### src/hw/rrag_consts.svh
`ifndef RRAG_CONSTS_SVH
`define RRAG_CONSTS_SVH

// Number of general registers; the segment file has the same count
`define RRAG_NUM_GPR 8

// General register and linear address width
`define RRAG_REG_W 32

// Segment base width
`define RRAG_SEG_W 16

// A segment base is aligned to this bit before it joins the address sum
`define RRAG_SEG_SHIFT 16

// Opaque control word carried through the stage
`define RRAG_CTRL_W 16

`endif

### src/hw/rrag_pkg.sv
`include "rrag_consts.svh"

package rrag_pkg;

    typedef logic [$clog2(`RRAG_NUM_GPR)-1:0] reg_addr_t; // Also indexes the segment file

    typedef logic [1:0] opsize_t; // Access is 1 << opsize bytes

    typedef struct packed {
        reg_addr_t              base_addr;
        logic                   use_base;
        reg_addr_t              idx_addr;
        logic                   use_idx;
        logic [1:0]             scale;       // Index is shifted left by this
        logic [`RRAG_REG_W-1:0] disp;
        reg_addr_t              seg_addr;
        reg_addr_t              src_addr;    // Data operand register
        reg_addr_t              dest_addr;
        logic                   dest_ld;
        logic                   dest_is_seg; // Destination lives in the segment file
        opsize_t                opsize;
        logic [1:0]             mem_rw;      // Bit 1 read and bit 0 write
        logic [`RRAG_CTRL_W-1:0] ctrl;
    } uop_t;

    typedef struct packed {
        logic                   gpr_ld;
        reg_addr_t              gpr_addr;
        logic [`RRAG_REG_W-1:0] gpr_data;
        logic                   seg_ld;
        reg_addr_t              seg_addr;
        logic [`RRAG_SEG_W-1:0] seg_data;
    } wb_t;

    typedef struct packed {
        logic [`RRAG_REG_W-1:0] lin_addr;
        logic [`RRAG_REG_W-1:0] lin_end;     // Address of the last byte touched
        logic [`RRAG_REG_W-1:0] src_data;
        logic                   src_pending; // Source value is stale and needs forwarding
        logic [`RRAG_SEG_W-1:0] seg_base;
        reg_addr_t              dest_addr;
        logic                   dest_ld;
        logic                   dest_is_seg;
        opsize_t                opsize;
        logic [1:0]             mem_rw;
        logic [`RRAG_CTRL_W-1:0] ctrl;
    } rr_out_t;

endpackage

### src/hw/addr_gen.sv
`timescale 1ns/1ns

`include "rrag_consts.svh"

module addr_gen (
    input  logic [`RRAG_REG_W-1:0] base,
    input  logic                   use_base,
    input  logic [`RRAG_REG_W-1:0] index,
    input  logic                   use_idx,
    input  logic [1:0]             scale,
    input  logic [`RRAG_REG_W-1:0] disp,
    input  logic [`RRAG_SEG_W-1:0] seg_base,
    input  rrag_pkg::opsize_t      opsize,
    output logic [`RRAG_REG_W-1:0] lin_addr,
    output logic [`RRAG_REG_W-1:0] lin_end
);

    logic [`RRAG_REG_W-1:0] base_term;
    logic [`RRAG_REG_W-1:0] idx_term;
    logic [`RRAG_REG_W-1:0] seg_term;
    logic [`RRAG_REG_W-1:0] last_offs;

    assign base_term = use_base ? base : '0;
    assign idx_term  = use_idx ? (index << scale) : '0; // Scale of 1, 2, 4 or 8
    assign seg_term  = {{(`RRAG_REG_W - `RRAG_SEG_W){1'b0}}, seg_base} << `RRAG_SEG_SHIFT;

    // Sums wrap at the register width with the carry dropped
    assign lin_addr = base_term + idx_term + disp + seg_term;

    assign last_offs = (`RRAG_REG_W'(1) << opsize) - `RRAG_REG_W'(1); // Bytes past the first
    assign lin_end   = lin_addr + last_offs;

endmodule

### src/hw/gpr_file.sv
`timescale 1ns/1ns

`include "rrag_consts.svh"

module gpr_file (
    input  logic                             clk,
    input  logic                             rst_n,
    input  rrag_pkg::reg_addr_t [3:0]        rd_addr,    // Base is port 0 and the spare is port 3
    output logic [3:0][`RRAG_REG_W-1:0]      rd_data,
    output logic [3:0]                       rd_pending,
    input  logic                             wb_ld,
    input  rrag_pkg::reg_addr_t              wb_addr,
    input  logic [`RRAG_REG_W-1:0]           wb_data,
    input  logic                             set_ld,
    input  rrag_pkg::reg_addr_t              set_addr
);

    logic [`RRAG_REG_W-1:0] regs [`RRAG_NUM_GPR];
    logic [`RRAG_NUM_GPR-1:0] pending;

    always_ff @(posedge clk) begin
        if (!rst_n) begin
            for (int i = 0; i < `RRAG_NUM_GPR; i++) begin
                regs[i] <= '0; // Architectural state starts at zero
            end
        end else if (wb_ld) begin
            regs[wb_addr] <= wb_data;
        end
    end

    // The set comes last so an issuing writer wins over a returning one
    always_ff @(posedge clk) begin
        if (!rst_n) begin
            pending <= '0;
        end else begin
            if (wb_ld) begin
                pending[wb_addr] <= 1'b0;
            end
            if (set_ld) begin
                pending[set_addr] <= 1'b1;
            end
        end
    end

    always_comb begin
        for (int p = 0; p < 4; p++) begin
            rd_data[p]    = regs[rd_addr[p]]; // Straight from the array with no bypass
            rd_pending[p] = pending[rd_addr[p]];
        end
    end

endmodule

### src/hw/pipe_latch.sv
`timescale 1ns/1ns

module pipe_latch #(
    parameter type payload_t = logic
) (
    input  logic     clk,
    input  logic     rst_n,
    input  logic     hold,
    input  logic     in_valid,
    input  payload_t in_data,
    output logic     out_valid,
    output payload_t out_data
);

    always_ff @(posedge clk) begin
        if (!rst_n) begin
            out_valid <= 1'b0;
        end else if (!hold) begin
            out_valid <= in_valid; // A bubble is captured like any other entry
        end
    end

    always_ff @(posedge clk) begin
        if (!hold) begin
            out_data <= in_data;
        end
    end

endmodule

### src/hw/rrag.sv
`timescale 1ns/1ns

`include "rrag_consts.svh"

module rrag (
    input  logic              clk,
    input  logic              rst_n,
    input  logic              in_valid,
    input  rrag_pkg::uop_t    uop,
    input  rrag_pkg::wb_t     wb,
    input  logic              out_stall,
    output logic              valid_out,
    output rrag_pkg::rr_out_t result,
    output logic              stall
);

    logic [3:0][`RRAG_REG_W-1:0] gpr_data;
    logic [3:0]                  gpr_pending;
    logic [`RRAG_SEG_W-1:0]      seg_base;
    logic                        seg_pending;
    logic                        mem_use;
    logic                        hazard;
    logic                        gpr_set;
    logic                        seg_set;
    logic [`RRAG_REG_W-1:0]      lin_addr;
    logic [`RRAG_REG_W-1:0]      lin_end;

    gpr_file gprs (
        .clk(clk), .rst_n(rst_n),
        .rd_addr({uop.dest_addr, uop.src_addr, uop.idx_addr, uop.base_addr}),
        .rd_data(gpr_data), .rd_pending(gpr_pending),
        .wb_ld(wb.gpr_ld), .wb_addr(wb.gpr_addr), .wb_data(wb.gpr_data),
        .set_ld(gpr_set), .set_addr(uop.dest_addr)
    );

    seg_file segs (
        .clk(clk), .rst_n(rst_n),
        .rd_addr(uop.seg_addr), .rd_base(seg_base), .rd_pending(seg_pending),
        .wb_ld(wb.seg_ld), .wb_addr(wb.seg_addr), .wb_data(wb.seg_data),
        .set_ld(seg_set), .set_addr(uop.dest_addr)
    );

    addr_gen agen (
        .base(gpr_data[0]), .use_base(uop.use_base),
        .index(gpr_data[1]), .use_idx(uop.use_idx), .scale(uop.scale),
        .disp(uop.disp), .seg_base(seg_base), .opsize(uop.opsize),
        .lin_addr(lin_addr), .lin_end(lin_end)
    );

    // Only address inputs stall, a stale source goes on with its flag
    assign mem_use = |uop.mem_rw;
    assign hazard  = (uop.use_base & gpr_pending[0]) | (uop.use_idx & gpr_pending[1]) |
                     (mem_use & seg_pending);

    assign valid_out = in_valid & ~hazard & ~out_stall;
    assign stall     = out_stall | (in_valid & hazard);

    assign gpr_set = valid_out & uop.dest_ld & ~uop.dest_is_seg;
    assign seg_set = valid_out & uop.dest_ld & uop.dest_is_seg;

    always_comb begin
        result.lin_addr    = lin_addr;
        result.lin_end     = lin_end;
        result.src_data    = gpr_data[2];
        result.src_pending = gpr_pending[2];
        result.seg_base    = seg_base;
        result.dest_addr   = uop.dest_addr;
        result.dest_ld     = uop.dest_ld;
        result.dest_is_seg = uop.dest_is_seg;
        result.opsize      = uop.opsize;
        result.mem_rw      = uop.mem_rw;
        result.ctrl        = uop.ctrl;
    end

endmodule

### src/hw/rrag_top.sv
`timescale 1ns/1ns

module rrag_top (
    input  logic              clk,
    input  logic              rst_n,
    input  logic              in_valid,
    input  rrag_pkg::uop_t    in_uop,
    output logic              stall,
    input  rrag_pkg::wb_t     wb,
    input  logic              out_stall,
    output logic              out_valid,
    output rrag_pkg::rr_out_t out_data
);

    logic              stage_valid;
    rrag_pkg::uop_t    stage_uop;
    logic              rr_valid;
    rrag_pkg::rr_out_t rr_result;

    pipe_latch #(.payload_t(rrag_pkg::uop_t)) in_latch (
        .clk(clk), .rst_n(rst_n), .hold(stall),
        .in_valid(in_valid), .in_data(in_uop),
        .out_valid(stage_valid), .out_data(stage_uop)
    );

    rrag stage (
        .clk(clk), .rst_n(rst_n),
        .in_valid(stage_valid), .uop(stage_uop), .wb(wb), .out_stall(out_stall),
        .valid_out(rr_valid), .result(rr_result), .stall(stall)
    );

    // Takes a bubble on a hazard and freezes only for the next stage
    pipe_latch #(.payload_t(rrag_pkg::rr_out_t)) out_latch (
        .clk(clk), .rst_n(rst_n), .hold(out_stall),
        .in_valid(rr_valid), .in_data(rr_result),
        .out_valid(out_valid), .out_data(out_data)
    );

endmodule

### src/hw/seg_file.sv
`timescale 1ns/1ns

`include "rrag_consts.svh"

module seg_file (
    input  logic                   clk,
    input  logic                   rst_n,
    input  rrag_pkg::reg_addr_t    rd_addr,
    output logic [`RRAG_SEG_W-1:0] rd_base,
    output logic                   rd_pending,
    input  logic                   wb_ld,
    input  rrag_pkg::reg_addr_t    wb_addr,
    input  logic [`RRAG_SEG_W-1:0] wb_data,
    input  logic                   set_ld,
    input  rrag_pkg::reg_addr_t    set_addr
);

    localparam int NUM_SEG = 1 << $bits(rrag_pkg::reg_addr_t);

    logic [`RRAG_SEG_W-1:0] bases [NUM_SEG];
    logic [NUM_SEG-1:0] pending;

    always_ff @(posedge clk) begin
        if (!rst_n) begin
            for (int i = 0; i < NUM_SEG; i++) begin
                bases[i] <= '0;
            end
            pending <= '0;
        end else begin
            if (wb_ld) begin
                bases[wb_addr]   <= wb_data;
                pending[wb_addr] <= 1'b0;
            end
            if (set_ld) begin
                pending[set_addr] <= 1'b1; // Overrides a clear in the same cycle
            end
        end
    end

    assign rd_base    = bases[rd_addr];
    assign rd_pending = pending[rd_addr];

endmodule

### config.mk
export PLATFORM = sky130hd
export DESIGN_NAME = rrag_top
export DESIGN_NICKNAME = d
export VERILOG_FILES = /design/src/hw/rrag_pkg.sv /design/src/hw/addr_gen.sv /design/src/hw/gpr_file.sv /design/src/hw/pipe_latch.sv /design/src/hw/rrag.sv /design/src/hw/rrag_top.sv /design/src/hw/seg_file.sv
export VERILOG_INCLUDE_DIRS = /design/src /design/src/hw
export SDC_FILE = /design/constraint.sdc
export NUM_CORES = 1
export LEC_CHECK = 0
export BUFFER_PORTS_ARGS = -buffer_cell sky130_fd_sc_hd__buf_4
export CAP_MARGIN = 20
export CORE_AREA = 2 2 239 241
export DETAILED_ROUTE_END_ITERATION = 6
export DIE_AREA = 0 0 241 243
export GPL_ROUTABILITY_DRIVEN = 1
export PLACE_DENSITY = 0.81
export SLEW_MARGIN = 5
export SYNTH_ARGS = -nofsm -noshare
export SYNTH_HDL_FRONTEND = slang
export SYNTH_SLANG_ARGS = --single-unit
export TNS_END_PERCENT = 5
### constraint.sdc
create_clock -name clk -period 11.2 [get_ports clk]
set_input_delay 0 -clock clk [delete_from_list [all_inputs] [get_ports clk]]
set_output_delay 0 -clock clk [all_outputs]
set_load 0.05 [all_outputs]
Word-level counts from Yosys, hierarchy flattened
Memory sizes are Yosys's and may differ from the RTL's. A register that Yosys moved wholly into a read port is not among the register bits.
Index checks and enable logic that the tools add are counted.
{"block": "word_totals", "ff_bits": 197, "latchBits": 0, "mem_bits_rw": 384, "rom_bits": 0, "inputBits": 133, "output_inout_bits": 140, "wordCells": 113, "n_memories": 2}
{"name": "stage.gprs.regs", "depth": 8, "width": 32, "rd": 3, "rd_clocked_by_memory_dff": 3, "write_ports": 8, "line": "gpr_file.sv:18", "source": "logic [`RRAG_REG_W-1:0] regs [`RRAG_NUM_GPR];"}
{"name": "stage.segs.bases", "depth": 8, "width": 16, "rd": 1, "rd_clocked_by_memory_dff": 1, "write_ports": 8, "line": "seg_file.sv:20", "source": "logic [`RRAG_SEG_W-1:0] bases [NUM_SEG];"}
{"block": "op_classes", "addsub": 5, "mul": 0, "n_div": 0, "order_cmp": 10, "n_eq_ne": 0, "n_shift": 2, "n_mux": 38, "n_bitwise": 21, "reduce_logical": 7}
{"cell": "adder 32 bit", "count": 4}
{"cell": "two-way mux 32 bit", "count": 3}
{"cell": "two-way mux 8 bit", "count": 6}
{"cell": "OR reduction 32 bit", "count": 1}
{"cell": "left shift 1 x 2 -> 32 bit (first input constant)", "count": 1}
{"cell": "left shift 32 x 2 -> 32 bit", "count": 1}
{"cell": "subtractor 32 x 2 -> 32 bit (second input constant)", "count": 1}
{"cell": "less-than comparator 3 x 4 -> 1 bit (second input constant)", "count": 7}
{"cell": "AND 8 bit", "count": 2}
{"cell": "two-way mux 1 bit", "count": 16}
{"cell": "two-way mux 16 bit", "count": 1}
{"cell": "NOT 8 bit", "count": 2}
{"cell": "OR 8 bit", "count": 2}
{"cell": "OR reduction 16 bit", "count": 1}
{"cell": "two-way mux 3 bit", "count": 5}
{"cell": "binary-select mux 1 bit (select 3 bit)", "count": 4}
{"cell": "AND 1 bit", "count": 9}
{"cell": "demux 1 bit (select 3 bit)", "count": 3}
{"cell": "greater-or-equal comparator 3 x 1 -> 1 bit (second input constant)", "count": 3}
{"cell": "logical AND 1 bit", "count": 3}
{"cell": "NOT 1 bit", "count": 3}
{"cell": "OR 1 bit", "count": 3}
{"cell": "OR reduction 2 bit", "count": 1}
{"cell": "zero test 1 bit", "count": 1}

Depth between registers and ports, before layout
{"block": "depth", "ltp_word": 11, "ltp_mapped": 36}

By module
From an unflattened synthesis, not the netlist that was laid out.
{"block": "unflattened", "cells_unflattened": 2385, "area_unflattened_um2": 36363.6}
{"mod": "gpr_file", "n_inst": 1, "cells_per_inst": 1058, "area_per_inst_um2": 17809.6}
{"mod": "seg_file", "n_inst": 1, "cells_per_inst": 379, "area_per_inst_um2": 6204.7}
{"mod": "addr_gen", "n_inst": 1, "cells_per_inst": 694, "area_per_inst_um2": 5676.7}
{"mod": "pipe_latch (out_latch)", "n_inst": 1, "cells_per_inst": 142, "area_per_inst_um2": 4184.0}
{"mod": "pipe_latch (in_latch)", "n_inst": 1, "cells_per_inst": 77, "area_per_inst_um2": 2232.1}
{"mod": "rrag", "n_inst": 1, "cells_per_inst": 35, "area_per_inst_um2": 256.5}

Worst setup path before layout
OpenSTA, ideal clock, no wires.
{"block": "synth_timing", "kind": "flip-flop to flip-flop", "from": "reg (tool-made name)", "to": "reg out_latch.out_data[104] (netlist name)", "setup_time_ns": 0.266, "t_arrival_ns": 8.397, "t_required_ns": 10.934, "slack_ns": 2.537, "path_stages_with_launch": 36, "path_buffers": 3, "path_cell_list": "dfxtp_1 clkbuf_1 clkbuf_1 buf_1 mux4_2 mux2i_1 nor2_1 nand2_1 o21ai_0 nand2_1 fa_1 inv_1 ha_1 ha_1 inv_1 fa_1 nor2b_1 o31a_1 o41a_1 nor2_1 o21ai_0 a21o_1 a21o_1 xor2_1 ha_1 a21o_1 a21o_1 a221o_1 a31o_2 a311o_1 a31o_1 a41o_1 maj3_2 a21o_1 and3_1 or3b_1"}

==> impl_metrics.toml <==
[synth]
synthFlopType = "edfxtp_1"
synthArstFlopShare_pct = 0
seq_area_frac_synth_pct = 54.32
synth-seq-cells = 622
syn_inst = 2369
synth_cell_types = 77
synth_edf_count = 595
yosys_warnings = 0
synthesis.area_um2 = 33890
avgSynthCellArea_um2 = 14.30
syn-num-nets = 2627

[die]
initial_core_util_pct = 60.57
pin_count = 273
core_area_um2 = 55950
die_h_um = 243
die_area_um2 = 58560
num_rows = 87
die_w_um = 241

[grt]
antenna_found_initial = 6
grt_pass1_vias = 23070
grt_pass1_wl_mm = 137.0
globalRouteTotalUtil_pct = 31.52
overflow = 0
grt_start_max_net_pins = 79

[clock_network]
cts_sinks = 622
clkSlewWorstSetupHoldPaths_ns = 0.06
clk_latency_ns = 0.62
cts_setup_buffers = 0
clock-root-buffer = "clkbuf_16"
cts_buffers = 67
cts_resized = 0
cts_tree = "done"
clockBufferDepth = 3
h-tree-depth = 3

[critical_path]
crit_family = "compound AO/OA/AOI/OAI gates"
crit_path_max_fanout = 31
r2r_slack_ns = 2.58
critPathRequiredTime_ns = 11.56
cp-endpoint = "out_latch.out_data[104]"
worstSetupPathType = "reg -> reg"
end_kind = "flip-flop"
cp.buffers_inverters = 3
r2r_end = "out_latch.out_data[104]"
path_depth = 31
rr_startpoint = "in_latch.out_data[63]"
cpPeakStageDelay_ns = 0.93
crit_top_cell = "a21o_1"
cp-startpoint = "in_latch.out_data[63]"
critPathLaunchType = "flip-flop"
slowest_stage = "edfxtp_1"
critPathArrivalTime_ns = 8.98
reg2reg_depth = 31

[finish]
final_common_cell = "edfxtp_1"
drive_above_1_share_pct = 27.99
mostFrequentLayoutCells = "edfxtp_1, and2_1, buf_4, mux4_2, nand2_1"
fin_nets = 3035
final_util_pct = 72.73
fin_area_um2 = 40700
syn_to_final_growth_pct = 20.09

[timing]
fin_tns_setup_ns = 0
drv_slew = 0
rsz0062_at_grt = "no"
post-route-min-period_ns = 8.624
setup_viol = 0
slew_headroom_pct = 29.08
worst_pin_slew_ns = 1.061
fin_ws_ns = 2.576
hold_viol = 0
period_share_pct = 77.00
fmax_mhz = 116.0
fin_skew_ns = 0.02768
hold_slack_ns = 0.08340

[min_path]
hp-class = "in -> reg"

[route]
drc_errors = 0
vias = 22320
drt_iter0_drc = 2572
viasPerCell = 6.217
drt_wl_total_mm = 91.09
wl_per_cell_um = 25.37
dr.pass1.iters = 6
postRouteAntennaNets = 0

[placement]
io_buffers = 272
hpwlAfterDp_mm = 58.13
dpl_cell_area_um2 = 36980
place_ws_ns = 2.700
routabilityCongestion = 0.8911

[pwr]
leakage_nw = 15.80
powerDensity_nw_per_um2 = 247.1
ir_drop_mv = 0.2373

[flow_run]
drv_cap = 0

[status]
status = "finished clean"
[through the flow]
stage                     power, mW  instances
final                         10.05       3591
after global routing          10.54       3591
after CTS                     10.00       3581
after detailed placement      7.627       3325
after global placement        7.488       3321
after floorplan               6.581       2369
[cells in the mapped netlist (all sizes together) (2+ instances only)]
library cell	number	area, um^2
or3b	3	26.28
ha	77	963.4
a31o	2	17.52
or3	5	32.53
a221oi	2	23.77
a31oi	2	12.51
clkbuf	81	304.0
o21a	7	52.55
or2	2	12.51
dfxtp	27	540.5
a211oi	3	22.52
nand2b	14	87.58
a311oi	2	23.77
and2	395	2471
fa	48	960.9
inv	164	615.6
nand2	174	653.1
o31ai	4	30.03
nand4	5	31.28
o21ai	55	275.3
nand3	10	50.05
a21o	29	222.7
a221o	4	40.04
mux4	232	5225
o22ai	16	100.1
nor2	41	153.9
o21bai	12	90.09
nor2b	11	71.32
a2111o	2	22.52
nand3b	2	15.01
edfxtp	595	17870
o211ai	2	15.01
a21oi	47	235.2
mux2	74	833.3
xor2	16	140.1
and2b	2	17.52
buf	36	136.4
nor4	4	25.02
and3	10	65.06
xnor2	46	402.9
mux2i	72	720.7
nor3	13	70.07
[worst register-to-register path: cells and delay by family (launching register included)]
kind | cells | cell delay, ns
AO/OA/AOI/OAI | 14 | 3.46
XOR/XNOR | 1 | 0.22
adder cells (fa/ha/maj) | 6 | 1.85
buffers and inverters | 3 | 0.81
flip-flops | 1 | 0.93
AND/OR/NAND/NOR | 7 | 1.11
[routing by layer]
| metal | global-route usage (%) | part of all wire (%) | vias up |
|---|---|---|---|
| li1 | - | - | 9635 |
| met1 | 40.05 | 36 | 11130 |
| met2 | 53.04 | 50 | 1328 |
| met3 | 6.175 | 9.6 | 229 |
| met4 | 13.33 | 3.8 | 2 |
| met5 | 0 | 0.012 | - |
[registers in the layout, indices dropped and copies added (netlist names), named ones only]
signal	flops
in_latch.out_data	73
in_latch.out_valid	1
out_latch.out_data	138
out_latch.out_valid	1
stage.gprs.pending	8
stage.gprs.regs	256
stage.segs.bases	128
stage.segs.pending	8
[worst min path at each step]
stage | start | end | cells past startpoint
finish | wb[19] | stage.segs.bases[3][14] | 3
CTS | in_uop[7] | in_latch.out_data[7] | 2
global placement | in_uop[26] | in_latch.out_data[26] | 1
detailed placement | in_uop[13] | in_latch.out_data[13] | 1
global route | wb[19] | stage.segs.bases[3][14] | 3
floorplan | in_uop[0] | in_latch.out_data[0] | 0
[power breakdown]
| part | internal (mW) | switching [mW] |
|---|---|---|
| Combinational | 1.90 | 2.63 |
| Sequential | 3.05 | 0.152 |
| Clock | 1.36 | 0.959 |
| Total | 6.31 | 3.74 |
[final cells by class]
| type | instances | area, um^2 |
|---|---|---|
| multi-input combinational | 1465 | 14580 |
| inverter | 165 | 626.9 |
| clock inverter | 45 | 550.5 |
| sequential | 622 | 18420 |
| timing repair buffer | 456 | 3822 |
| clock buffer | 77 | 1735 |
| tap | 756 | 945.9 |
| antenna | 5 | 12.51 |
| fill | 3444 | 15260 |
[cells by family after synthesis]
group | Yosys count | share of synthesized area, %
buf+inv | 282 | 3.127
simple gates | 694 | 11.24
flops | 622 | 54.32
xor+xnor | 63 | 1.673
compound gates | 204 | 3.929
mux | 378 | 20.00
fa+ha+maj | 126 | 5.712
[repair_timing]
item | CTS | global route
endpoints found under the setup margin | 0 | 0
endpoints found under the hold margin | 487 | 0
hold buffers | 134 | 0
Note: power is estimated with default switching activity, not from simulation.
